**config.mk**
```make
export PLATFORM = sky130hd
export DESIGN_NAME = cpuTop
export DESIGN_NICKNAME = d
export VERILOG_FILES = /design/src/source/cpuPkg.sv /design/src/source/regFile.sv /design/src/source/immGen.sv /design/src/source/aluUnit.sv /design/src/source/stateSequencer.sv /design/src/source/stateToControl.sv /design/src/source/dataPath.sv /design/src/source/cpuTop.sv
export SDC_FILE = /design/constraint.sdc
export NUM_CORES = 2
export LEC_CHECK = 0
export ABC_AREA = 0
export BUFFER_PORTS_ARGS = -buffer_cell sky130_fd_sc_hd__buf_2
export CORE_MARGIN = 2
export CORE_UTILIZATION = 60
export CTS_CLUSTER_SIZE = 28
export DETAILED_ROUTE_END_ITERATION = 10
export PLACE_DENSITY = 0.85
export SLEW_MARGIN = 10
export SYNTH_ARGS = -nofsm -noshare
export SYNTH_HDL_FRONTEND = slang
export SYNTH_HIERARCHICAL = 1
export SYNTH_SLANG_ARGS = --single-unit
```
**constraint.sdc**
```tcl
create_clock -name clk -period 15.6 [get_ports clk]
set_input_delay 0.78 -clock clk [delete_from_list [all_inputs] [get_ports clk]]
set_output_delay 0.78 -clock clk [all_outputs]
set_load 0.005 [all_outputs]
```
**src/source/cpuPkg.sv**
```systemverilog
package cpuPkg;

    localparam int XLEN = 32;

    // Microstates of the multicycle sequence
    typedef enum logic [3:0] {
        IF, ID, ID_ECALL, EX_R, EX_IALU, WB_ALU, EX_LDSD, MEM_LD,
        WB_LD, MEM_SD, EX_JAL, EX_JALR, EX_B1, EX_B2, HALT
    } stateT;

    typedef enum logic [1:0] {
        ADD    = 2'b00,
        BRANCH = 2'b01,
        FUNCT  = 2'b10
    } aluOpT;

    typedef enum logic [1:0] {
        REG_B = 2'b00,
        FOUR  = 2'b01,
        IMM   = 2'b10
    } srcBT;

    localparam logic [6:0] OP_R      = 7'b0110011;
    localparam logic [6:0] OP_IMM    = 7'b0010011;
    localparam logic [6:0] OP_LOAD   = 7'b0000011;
    localparam logic [6:0] OP_STORE  = 7'b0100011;
    localparam logic [6:0] OP_JAL    = 7'b1101111;
    localparam logic [6:0] OP_JALR   = 7'b1100111;
    localparam logic [6:0] OP_BRANCH = 7'b1100011;
    localparam logic [6:0] OP_SYSTEM = 7'b1110011;

    // One instruction word seen through each encoding format
    typedef union packed {
        struct packed {
            logic [6:0] funct7;
            logic [4:0] rs2;
            logic [4:0] rs1;
            logic [2:0] funct3;
            logic [4:0] rd;
            logic [6:0] opcode;
        } rFmt;
        struct packed {
            logic [11:0] imm12;
            logic [4:0]  rs1;
            logic [2:0]  funct3;
            logic [4:0]  rd;
            logic [6:0]  opcode;
        } iFmt;
        struct packed {
            logic [6:0] immHi;
            logic [4:0] rs2;
            logic [4:0] rs1;
            logic [2:0] funct3;
            logic [4:0] immLo;
            logic [6:0] opcode;
        } sFmt;
        struct packed {
            logic       immSign;
            logic [5:0] immHi;
            logic [4:0] rs2;
            logic [4:0] rs1;
            logic [2:0] funct3;
            logic [3:0] immLo;
            logic       immBit11;
            logic [6:0] opcode;
        } bFmt;
        logic [31:0] raw;
    } instrU;

    typedef struct packed {
        logic  pcWriteNotCond;
        logic  pcWrite;
        logic  iOrD;
        logic  memRead;
        logic  memWrite;
        logic  memToReg;
        logic  irWrite;
        logic  pcSource;
        aluOpT aluOp;
        srcBT  aluSrcB;
        logic  aluSrcA;
        logic  regWrite;
    } ctrlT;

    typedef struct packed {
        logic            req;
        logic            we;
        logic [XLEN-1:0] addr;
        logic [XLEN-1:0] wdata;
    } memReqT;

endpackage

```
**src/source/regFile.sv**
```systemverilog
`timescale 1ns/10ps

module regFile (
    input  logic                    clk,
    input  logic [4:0]              rs1,
    input  logic [4:0]              rs2,
    input  logic [4:0]              rd,
    input  logic                    we,
    input  logic [cpuPkg::XLEN-1:0] wdata,
    output logic [cpuPkg::XLEN-1:0] rdata1,
    output logic [cpuPkg::XLEN-1:0] rdata2
);
    import cpuPkg::*;

    // x0 has no storage
    logic [XLEN-1:0] regs [1:31];

    always_ff @(posedge clk) begin
        if (we && rd != 5'd0) begin
            regs[rd] <= wdata;
        end
    end

    assign rdata1 = (rs1 == 5'd0) ? '0 : regs[rs1];
    assign rdata2 = (rs2 == 5'd0) ? '0 : regs[rs2];

endmodule

```
**src/source/immGen.sv**
```systemverilog
`timescale 1ns/10ps

module immGen (
    input  cpuPkg::instrU           instr,
    output logic [cpuPkg::XLEN-1:0] imm
);
    import cpuPkg::*;

    always_comb begin
        case (instr.rFmt.opcode)
            OP_STORE: begin
                imm = {{20{instr.sFmt.immHi[6]}}, instr.sFmt.immHi, instr.sFmt.immLo};
            end
            OP_BRANCH: begin
                imm = {{19{instr.bFmt.immSign}}, instr.bFmt.immSign, instr.bFmt.immBit11,
                       instr.bFmt.immHi, instr.bFmt.immLo, 1'b0};
            end
            // J format has no view of its own
            OP_JAL: begin
                imm = {{11{instr.raw[31]}}, instr.raw[31], instr.raw[19:12],
                       instr.raw[20], instr.raw[30:21], 1'b0};
            end
            default: begin
                imm = {{20{instr.iFmt.imm12[11]}}, instr.iFmt.imm12};
            end
        endcase
    end

endmodule

```
**src/source/aluUnit.sv**
```systemverilog
`timescale 1ns/10ps

module aluUnit (
    input  logic [cpuPkg::XLEN-1:0] pc,
    input  logic [cpuPkg::XLEN-1:0] a,
    input  logic [cpuPkg::XLEN-1:0] b,
    input  logic [cpuPkg::XLEN-1:0] imm,
    input  logic                    aluSrcA,
    input  cpuPkg::srcBT            aluSrcB,
    input  cpuPkg::aluOpT           aluOp,
    input  cpuPkg::instrU           instr,
    output logic [cpuPkg::XLEN-1:0] result,
    output logic                    branchTaken
);
    import cpuPkg::*;

    logic [XLEN-1:0] opA;
    logic [XLEN-1:0] opB;
    logic [XLEN-1:0] sum;
    logic [XLEN-1:0] diff;
    logic            lessThan;
    logic            isSub;

    always_comb begin
        opA = aluSrcA ? a : pc;
        case (aluSrcB)
            FOUR:    opB = XLEN'(4);
            IMM:     opB = imm;
            default: opB = b;
        endcase
    end

    assign sum = opA + opB;
    assign diff = opA - opB;
    assign lessThan = $signed(opA) < $signed(opB);
    // addi has no subtract form, so funct7 only counts for R-type
    assign isSub = (instr.rFmt.opcode == OP_R) && instr.rFmt.funct7[5];

    always_comb begin
        result = sum;
        branchTaken = 1'b0;
        case (aluOp)
            FUNCT: begin
                case (instr.rFmt.funct3)
                    3'b000:  result = isSub ? diff : sum;
                    3'b010:  result = {{(XLEN-1){1'b0}}, lessThan};
                    3'b100:  result = opA ^ opB;
                    3'b110:  result = opA | opB;
                    3'b111:  result = opA & opB;
                    default: result = sum;
                endcase
            end
            BRANCH: begin
                result = diff;
                case (instr.rFmt.funct3)
                    3'b000:  branchTaken = (diff == '0);
                    3'b001:  branchTaken = (diff != '0);
                    3'b100:  branchTaken = lessThan;
                    3'b101:  branchTaken = !lessThan;
                    default: branchTaken = 1'b0;
                endcase
            end
            default: result = sum;
        endcase
    end

endmodule

```
**src/source/stateSequencer.sv**
```systemverilog
`timescale 1ns/10ps

module stateSequencer (
    input  logic          clk,
    input  logic          rst,
    input  cpuPkg::instrU instr,
    input  logic          accessDone,
    input  logic          branchTaken,
    output cpuPkg::stateT state,
    output logic          halted
);
    import cpuPkg::*;

    stateT nextState;

    always_ff @(posedge clk) begin
        if (rst) begin
            state <= IF;
        end else begin
            state <= nextState;
        end
    end

    always_comb begin
        nextState = state;
        case (state)
            // Memory states wait for the handshake to finish
            IF: if (accessDone) nextState = ID;
            ID: begin
                case (instr.rFmt.opcode)
                    OP_R:               nextState = EX_R;
                    OP_IMM:             nextState = EX_IALU;
                    OP_LOAD, OP_STORE:  nextState = EX_LDSD;
                    OP_JAL:             nextState = EX_JAL;
                    OP_JALR:            nextState = EX_JALR;
                    OP_BRANCH:          nextState = EX_B1;
                    OP_SYSTEM:          nextState = ID_ECALL;
                    default:            nextState = HALT;
                endcase
            end
            ID_ECALL: nextState = HALT;
            EX_R, EX_IALU: nextState = WB_ALU;
            WB_ALU: nextState = IF;
            EX_LDSD: begin
                if (instr.rFmt.opcode == OP_LOAD) begin
                    nextState = MEM_LD;
                end else begin
                    nextState = MEM_SD;
                end
            end
            MEM_LD: if (accessDone) nextState = WB_LD;
            WB_LD: nextState = IF;
            MEM_SD: if (accessDone) nextState = IF;
            EX_JAL, EX_JALR: nextState = IF;
            // Taken branches need the extra PC + imm step
            EX_B1: nextState = branchTaken ? EX_B2 : IF;
            EX_B2: nextState = IF;
            default: nextState = HALT;
        endcase
    end

    assign halted = (state == HALT);

    haltSticky: assert property (@(posedge clk) disable iff (rst)
        state == HALT |=> state == HALT)
        else $error("core left HALT without a reset");

endmodule

```
**src/source/stateToControl.sv**
```systemverilog
`timescale 1ns/10ps

module stateToControl (
    input  cpuPkg::stateT state,
    output cpuPkg::ctrlT  ctrl
);
    import cpuPkg::*;

    always_comb begin
        ctrl = '0;
        ctrl.aluOp = ADD;
        ctrl.aluSrcB = REG_B;

        case (state)
            // IR <- MEM[PC]
            IF: begin
                ctrl.iOrD = 1'b0;
                ctrl.memRead = 1'b1;
                ctrl.irWrite = 1'b1;
            end

            // Operands latched, ALUOut <- PC + 4
            ID: begin
                ctrl.aluSrcA = 1'b0;
                ctrl.aluSrcB = FOUR;
                ctrl.aluOp = ADD;
            end

            // PC <- PC + 4 before halting
            ID_ECALL: begin
                ctrl.aluSrcA = 1'b0;
                ctrl.aluSrcB = FOUR;
                ctrl.pcSource = 1'b0;
                ctrl.pcWrite = 1'b1;
            end

            EX_R: begin
                ctrl.aluSrcA = 1'b1;
                ctrl.aluSrcB = REG_B;
                ctrl.aluOp = FUNCT;
            end

            EX_IALU: begin
                ctrl.aluSrcA = 1'b1;
                ctrl.aluSrcB = IMM;
                ctrl.aluOp = FUNCT;
            end

            // RF[rd] <- ALUOut and PC <- PC + 4
            WB_ALU: begin
                ctrl.memToReg = 1'b0;
                ctrl.regWrite = 1'b1;
                ctrl.aluSrcA = 1'b0;
                ctrl.aluSrcB = FOUR;
                ctrl.pcWrite = 1'b1;
            end

            // Effective address A + imm
            EX_LDSD: begin
                ctrl.aluSrcA = 1'b1;
                ctrl.aluSrcB = IMM;
                ctrl.aluOp = ADD;
            end

            MEM_LD: begin
                ctrl.iOrD = 1'b1;
                ctrl.memRead = 1'b1;
            end

            WB_LD: begin
                ctrl.memToReg = 1'b1;
                ctrl.regWrite = 1'b1;
                ctrl.aluSrcA = 1'b0;
                ctrl.aluSrcB = FOUR;
                ctrl.pcWrite = 1'b1;
            end

            // PC advances only when the write is acknowledged
            MEM_SD: begin
                ctrl.iOrD = 1'b1;
                ctrl.memWrite = 1'b1;
                ctrl.aluSrcA = 1'b0;
                ctrl.aluSrcB = FOUR;
                ctrl.pcWrite = 1'b1;
            end

            // Link value comes from ALUOut, set in ID
            EX_JAL: begin
                ctrl.regWrite = 1'b1;
                ctrl.aluSrcA = 1'b0;
                ctrl.aluSrcB = IMM;
                ctrl.pcWrite = 1'b1;
            end

            EX_JALR: begin
                ctrl.regWrite = 1'b1;
                ctrl.aluSrcA = 1'b1;
                ctrl.aluSrcB = IMM;
                ctrl.pcWrite = 1'b1;
            end

            // Not taken: PC <- ALUOut, which still holds PC + 4
            EX_B1: begin
                ctrl.aluSrcA = 1'b1;
                ctrl.aluSrcB = REG_B;
                ctrl.aluOp = BRANCH;
                ctrl.pcSource = 1'b1;
                ctrl.pcWriteNotCond = 1'b1;
            end

            EX_B2: begin
                ctrl.aluSrcA = 1'b0;
                ctrl.aluSrcB = IMM;
                ctrl.pcWrite = 1'b1;
            end

            default: ;
        endcase
    end

    always_comb begin
        pcStrobeExclusive: assert (!(ctrl.pcWrite && ctrl.pcWriteNotCond))
            else $error("both PC write strobes active in state %s", state.name());
    end

endmodule

```
**src/source/dataPath.sv**
```systemverilog
`timescale 1ns/10ps

module dataPath (
    input  logic                    clk,
    input  logic                    rst,
    input  cpuPkg::ctrlT            ctrl,
    input  logic                    memAck,
    input  logic [cpuPkg::XLEN-1:0] memRdata,
    output cpuPkg::memReqT          memReq,
    output cpuPkg::instrU           instr,
    output logic                    branchTaken,
    output logic                    accessDone
);
    import cpuPkg::*;

    logic [XLEN-1:0] pc;
    instrU           ir;
    logic [XLEN-1:0] regA;
    logic [XLEN-1:0] regB;
    logic [XLEN-1:0] aluOut;
    logic [XLEN-1:0] mdr;
    logic [XLEN-1:0] rdata1;
    logic [XLEN-1:0] rdata2;
    logic [XLEN-1:0] imm;
    logic [XLEN-1:0] aluResult;
    logic [XLEN-1:0] wbData;
    logic [XLEN-1:0] pcNext;
    logic            memPhase;
    logic            stepDone;
    logic            pcEn;
    logic            raiseReq;
    logic            reqQ;
    logic            weQ;
    logic [XLEN-1:0] addrQ;
    logic [XLEN-1:0] wdataQ;

    assign memPhase = ctrl.memRead | ctrl.memWrite;
    assign accessDone = reqQ & memAck;
    // Strobes of a memory state take effect only on the completing edge
    assign stepDone = !memPhase || accessDone;
    assign pcEn = (ctrl.pcWrite | (ctrl.pcWriteNotCond & !branchTaken)) & stepDone;
    assign pcNext = ctrl.pcSource ? aluOut : {aluResult[XLEN-1:1], 1'b0};
    assign wbData = ctrl.memToReg ? mdr : aluOut;
    assign instr = ir;

    regFile regs (
        .clk(clk), .rs1(ir.rFmt.rs1), .rs2(ir.rFmt.rs2), .rd(ir.rFmt.rd),
        .we(ctrl.regWrite & stepDone), .wdata(wbData), .rdata1(rdata1), .rdata2(rdata2)
    );

    immGen imms (.instr(ir), .imm(imm));

    aluUnit alu (
        .pc(pc), .a(regA), .b(regB), .imm(imm), .aluSrcA(ctrl.aluSrcA),
        .aluSrcB(ctrl.aluSrcB), .aluOp(ctrl.aluOp), .instr(ir),
        .result(aluResult), .branchTaken(branchTaken)
    );

    always_ff @(posedge clk) begin
        if (rst) begin
            pc <= '0;
        end else if (pcEn) begin
            pc <= pcNext;
        end
    end

    always_ff @(posedge clk) begin
        if (ctrl.irWrite && accessDone) ir <= memRdata;
        if (ctrl.memRead && ctrl.iOrD && accessDone) mdr <= memRdata;
        // ALUOut keeps the load/store address through the memory wait
        if (!memPhase) begin
            regA <= rdata1;
            regB <= rdata2;
            aluOut <= aluResult;
        end
    end

    // Four-phase request, new req only once ack has dropped
    assign raiseReq = !reqQ && memPhase && !memAck;

    always_ff @(posedge clk) begin
        if (rst) begin
            reqQ <= 1'b0;
        end else if (reqQ) begin
            if (memAck) reqQ <= 1'b0;
        end else if (raiseReq) begin
            reqQ <= 1'b1;
        end
    end

    always_ff @(posedge clk) begin
        if (raiseReq) begin
            addrQ <= ctrl.iOrD ? aluOut : pc;
            weQ <= ctrl.memWrite;
            wdataQ <= regB;
        end
    end

    assign memReq = '{req: reqQ, we: weQ, addr: addrQ, wdata: wdataQ};

    reqHoldsAddr: assert property (@(posedge clk) disable iff (rst)
        reqQ && !memAck |=> reqQ && $stable(addrQ) && $stable(weQ))
        else $error("request dropped or changed before ack");

    pcWordAligned: assert property (@(posedge clk) disable iff (rst)
        pcEn |=> pc[1:0] == 2'b00)
        else $error("PC not word aligned: %h", pc);

endmodule

```
**src/source/cpuTop.sv**
```systemverilog
`timescale 1ns/10ps

module cpuTop (
    input  logic                    clk,
    input  logic                    rst,
    output cpuPkg::memReqT          memReq,
    input  logic                    memAck,
    input  logic [cpuPkg::XLEN-1:0] memRdata,
    output logic                    halted
);
    import cpuPkg::*;

    stateT state;
    ctrlT  ctrl;
    instrU instr;
    logic  branchTaken;
    logic  accessDone;

    stateSequencer sequencer (
        .clk(clk),
        .rst(rst),
        .instr(instr),
        .accessDone(accessDone),
        .branchTaken(branchTaken),
        .state(state),
        .halted(halted)
    );

    stateToControl control (
        .state(state),
        .ctrl(ctrl)
    );

    dataPath datapath (
        .clk(clk),
        .rst(rst),
        .ctrl(ctrl),
        .memAck(memAck),
        .memRdata(memRdata),
        .memReq(memReq),
        .instr(instr),
        .branchTaken(branchTaken),
        .accessDone(accessDone)
    );

endmodule

```
# Word level (Yosys, flattened, before mapping)
# Memory sizes are Yosys's and may differ from the RTL's. A register that Yosys moved wholly into a read port is not among the register bits.
# Index checks and enable logic that the tools add are counted.
[word_totals]
ff_bits = 198
latch_bits = 0
ramBits = 992
mem_bits_ro = 0
output_inout_bits = 67
n_memories = 1
[memory_table]
columns = ["name", "depth", "word_bits", "rd", "rd_clocked_by_memory_dff", "write_ports", "line", "text"]
rows = [
  ["datapath.regs.regs", 31, 32, 2, 2, 1, "regFile.sv:16", "logic [XLEN-1:0] regs [1:31];"],
]
[classes]
n_addsub = 2
mul = 0
n_div = 0
n_lt_le_gt_ge = 1
eq_ne = 35
shift = 0
n_mux = 33
n_bitwise = 9
reduce_logical = 34
[op_table]
columns = ["operator", "count"]
rows = [
  ["two-way mux 32 bit", 5],
  ["one-hot mux 32 bit (5 select lines)", 1],
  ["one-hot mux 32 bit (2 select lines)", 2],
  ["one-hot mux 20 bit (3 select lines)", 1],
  ["adder 32 bit", 1],
  ["AND 32 bit", 1],
  ["zero test 32 bit", 1],
  ["< comparator 32 bit", 1],
  ["bitwise OR 32 bit", 1],
  ["one-hot mux 4 bit (8 select lines)", 1],
  ["nonzero test 32 bit", 1],
  ["subtractor 32 bit", 1],
  ["bitwise XOR 32 bit", 1],
  ["equality test 4 bit (second input constant)", 7],
  ["equality test 7 bit (second input constant)", 4],
  ["one-hot mux 4 bit (7 select lines)", 1],
  ["two-way mux 4 bit", 5],
  ["equality test 4 x 3 -> 1 bit (second input constant)", 4],
  ["equality test 7 x 6 -> 1 bit (second input constant)", 2],
  ["two-way mux 1 bit", 14],
  ["equality test 3 bit (second input constant)", 4],
  ["one-hot mux 3 bit (4 select lines)", 1],
  ["OR reduction 2 bit", 6],
  ["zero test 5 bit", 2],
  ["other kinds (24)", 46],
]

# Longest topological paths before layout
[depth]
ltp_word = 13
ltp_mapped = 27

# Modules after synthesis
# The synthesis kept the hierarchy.
[modules_own_cells]
columns = ["mod", "instances", "cells_per_inst", "area_each_um2"]
rows = [
  ["regFile", 1, 2593, 46489.6],
  ["dataPath", 1, 485, 9445.3],
  ["aluUnit", 1, 1209, 7692.4],
  ["stateSequencer", 1, 63, 518.0],
  ["immGen", 1, 49, 406.6],
  ["stateToControl", 1, 36, 232.7],
]

# Worst setup path after synthesis
# No wires, ideal clock.
[synth_path]
path_type = "register to register"
start = "reg sequencer.state[2]"
end = "reg datapath.addrQ[0] (enable)"
setup_ns = 0.948
arrival_ns = 6.664
path_slack_ns = 7.988
stages_incl_launch_ff = 6
n_path_buf = 1
synth_period_minus_slack_ns = 7.612
cell_sequence = "dfxtp_1 -> buf_6 -> or3_1 -> a21oi_1 -> nor2_2 -> nor3_1"
[synth_lines]
columns = ["item", "line", "text"]
rows = [
  ["from (decl)", "stateSequencer.sv:9", "output cpuPkg::stateT state,"],
  ["from (signal assigned)", "stateSequencer.sv:20", "state <= nextState;"],
  ["to (signal assigned)", "dataPath.sv:93", "addrQ <= ctrl.iOrD ? aluOut : pc;"],
  ["to (decl)", "dataPath.sv:34", "logic [XLEN-1:0] addrQ;"],
]

==> results.json <==
{
  "outcome": "completed",
  "cp.required_ps": 16260,
  "cp-startpoint": "sequencer/state[2]",
  "netlist_instances": 4435,
  "first_iter_violations": 8113,
  "slew_violations": 0,
  "clk_pin_slew_ps": 70,
  "wl_per_cell_um": 35.0,
  "crit_chain": "and2b_2, nand2b_1, a22o_2, ha_2, buf_4, o21ai_0, ha_1, nor2b_1, a211oi_2, a2111oi_0, nor4_1, o2111ai_1, nor4b_1, nand4b_1, nor4_2, mux2i_1, nand2_1, nor2b_1, o22ai_4, buf_4, mux2_2",
  "tritoncts": "yes",
  "vias": 44667,
  "max_slew_margin_pct": 7.25,
  "drt-vias-per-instance": 7.53,
  "postCtsSetupRepairBufs": 0,
  "routabilityCongestion": 0.994,
  "grtUsageTotal_pct": 37.2,
  "cts-resized-gates": 0,
  "async_flop_share_pct": 0,
  "sw_frac_of_total_pct": 39.1,
  "syn_avg_cell_area_sq_um": 14.6,
  "setup_tns_ps": 0,
  "dpl.hpwl_um": 122000,
  "ys_seq_elements": 1254,
  "worst_pin_slew_ps": 1390,
  "die_area_sq_um": 111000,
  "io_buffers": 101,
  "holdBufCountCts": 0,
  "grt_pass1_wl_um": 298000,
  "arrival_ps": 8470,
  "grt_pass1_vias": 43803,
  "critPathLaunchType": "register",
  "period_share_pct": 50.0,
  "grt_overflow": 0,
  "multi_input_area_sq_um": 25500,
  "grt_max_degree": 149,
  "finalSetupViolCount": 0,
  "cap_violations": 0,
  "intPower_mw": 7.93,
  "layout-drive-gt1-share_pct": 21.9,
  "path_delay_family": "simple AND/OR/NAND/NOR gates",
  "skew_ps": 71.4,
  "fin_nets": 4549,
  "cts.htree.levels": 3,
  "slowest_delay_ps": 820,
  "fin_hold_ws_ps": 190,
  "rr_startpoint": "sequencer/state[2]",
  "worst-path-buf-inv": 2,
  "rsz0062_at_grt": "no",
  "die_h_um": 333,
  "syn_area_sq_um": 64800,
  "total_leakage_power_nw": 24.0,
  "drtAntennaViolNets": 0,
  "hold_class": "primary input to register",
  "clk_latency_ps": 780,
  "rows": 120,
  "min_from": "memRdata[14]",
  "dieWidth_um": 333,
  "p_comb_share_pct": 39.3,
  "synth_edf_count": 1217,
  "cts-root-buf": "clkbuf_16",
  "grt_antenna_before_repair": 15,
  "drc": 0,
  "yosys_most_used_dff": "edfxtp_1",
  "ir_drop_v": 0.000133,
  "yosysSeqAreaShare_pct": 57.6,
  "ys.warnings.count": 6,
  "clock_sinks": 1254,
  "cts_buffer_depth": 3,
  "powerDensity_nw_per_um2": 185,
  "syn-num-nets": 4572,
  "firstDrtPassIters": 10,
  "nFillCells": 6946,
  "start_util_pct": 60.5,
  "area_growth_pct": 8.62,
  "slowest_stage": "dfxtp_1",
  "fin_crit_ps": 7800,
  "total_power_mw": 13.0,
  "cp-end-kind": "register",
  "yosys.cell_types.count": 125,
  "critical_path_class": "register to register",
  "register_area_sq_um": 37300,
  "cts_inserted_buffers": 120,
  "fmax_ghz": 0.128,
  "power_frac_seq_pct": 37.7,
  "io_pins": 102,
  "path_max_fanout": 64,
  "pwr-share-clk_pct": 23.0,
  "core_area_sq_um": 107000,
  "p_sw_mw": 5.09,
  "hold_viol": 0,
  "wirelength_um": 208000
}
==> layer usage <==
| layer | up-vias | share of wire [%] | GRT usage, % |
|---|---|---|---|
| met3 | 966 | 15 | 11.3 |
| li1 | 17550 | - | - |
| met5 | - | 0.074 | 0.478 |
| met4 | 14 | 7.4 | 22.6 |
| met2 | 4153 | 45 | 56.2 |
| met1 | 21984 | 33 | 47.5 |
==> area by class of cell <==
class | instances | share of cell area [%]
inverters | 115 | 0.613
diodes | 9 | 0.0320
multi-input cells | 2723 | 36.3
clock inverters | 81 | 1.29
clock buffers | 148 | 4.46
well taps | 1403 | 2.49
flip-flops and latches | 1254 | 53.0
repair buffers | 198 | 1.84
==> cell usage in the layout (no fill, tap or decap), types with 20 or more instances in the layout <==
| cell type | count |
|---|---|
| a211o_1 | 32 |
| mux2_4 | 20 |
| nand3_1 | 69 |
| clkinv_2 | 24 |
| nand2_1 | 223 |
| a22o_1 | 48 |
| nor2b_1 | 79 |
| edfxtp_1 | 1217 |
| a22oi_1 | 102 |
| a31oi_1 | 40 |
| a311o_1 | 32 |
| ha_1 | 99 |
| nand2b_1 | 23 |
| clkbuf_16 | 121 |
| mux4_2 | 340 |
| and2_1 | 37 |
| dfxtp_1 | 37 |
| mux2_2 | 137 |
| clkbuf_1 | 26 |
| nor3_1 | 31 |
| a21oi_1 | 178 |
| o21ai_0 | 156 |
| xnor2_1 | 31 |
| inv_1 | 109 |
| mux2i_1 | 349 |
| buf_2 | 101 |
| a211oi_1 | 31 |
| nand4_1 | 24 |
| nor2_1 | 228 |
| clkinv_1 | 29 |
| buf_4 | 92 |
| nor2_4 | 34 |
==> power groups by stage <==
stage	sequential, mW	clock (mW)	combinational (mW)
5_1_grt	4.91	3.13	5.45
3_3_place_gp	4.93	0	4.81
6_report	4.90	3.00	5.12
3_5_place_dp	4.94	0	4.90
2_1_floorplan	4.76	0	3.53
4_1_cts	4.88	3.00	4.94
==> cells by family after synthesis <==
family | share of synthesized area [%]
compound gates | 9.02
mux | 20.6
xor+xnor | 0.514
buf+inv | 3.53
flops | 57.6
simple gates | 6.79
fa+ha+maj | 1.99
==> metrics by stage <==
| stage | setup slack (ps) | utilization (%) | instance area (sq um) | cells |
|---|---|---|---|---|
| after floorplan | 7990 | - | 64800 | 4435 |
| after global placement | 8070 | 61.9 | 66300 | 5693 |
| after detailed placement | 7920 | 61.9 | 66300 | 5693 |
| after CTS | 7930 | 65.7 | 70300 | 5922 |
| after global routing | 7330 | 65.7 | 70300 | 5922 |
| final | 7800 | 65.7 | 70400 | 5931 |
==> worst reg2reg max path: cells and delay by family, from the launching register on <==
kind	cells	cell delay [ps]
buffers and inverters	2	1040
DFF	1	820
muxes	2	630
and+or+nand+nor	9	2720
AOI/OAI and AO/OA	6	1620
adders and majority gates	2	930
==> worst paths after layout <==
check	slack, ps	depth (start not counted)	endpoint
setup / recovery	7800	21	datapath/pc[22]
hold / removal	190	1	datapath/instr[14]
setup reg to reg	7800	21	datapath/pc[22]
hold reg to reg	520	0	datapath/wdataQ[28]
==> synth_stat cells, drive strengths merged, types with 25 or more instances <==
master | number | area [sq um]
a22o | 50 | 440
clkbuf | 156 | 593
buf | 187 | 1260
a211oi | 33 | 258
a21oi | 180 | 916
nand2b | 25 | 159
edfxtp | 1217 | 36500
mux2i | 349 | 3490
nor2 | 265 | 1000
mux4 | 350 | 7920
inv | 111 | 417
a311o | 32 | 320
nor2b | 82 | 513
a31oi | 41 | 272
nand2 | 225 | 850
a22oi | 102 | 766
o21ai | 172 | 861
ha | 100 | 1250
and2 | 41 | 262
nor3 | 38 | 218
nand3 | 70 | 355
dfxtp | 37 | 741
a211o | 32 | 280
mux2 | 165 | 1930
xnor2 | 31 | 272
==> flip-flops by register name, summed over array words and instances, names as in the netlist <==
signal              count
datapath/pc            32
datapath/aluOut        32
datapath/weQ            1
sequencer/state         4
datapath/regB          32
datapath/reqQ           1
datapath/instr         32
datapath/mdr           32
datapath/regs/regs    992
datapath/wdataQ        32
datapath/addrQ         32
datapath/regA          32
Note: power is estimated with default switching activity, not from simulation.
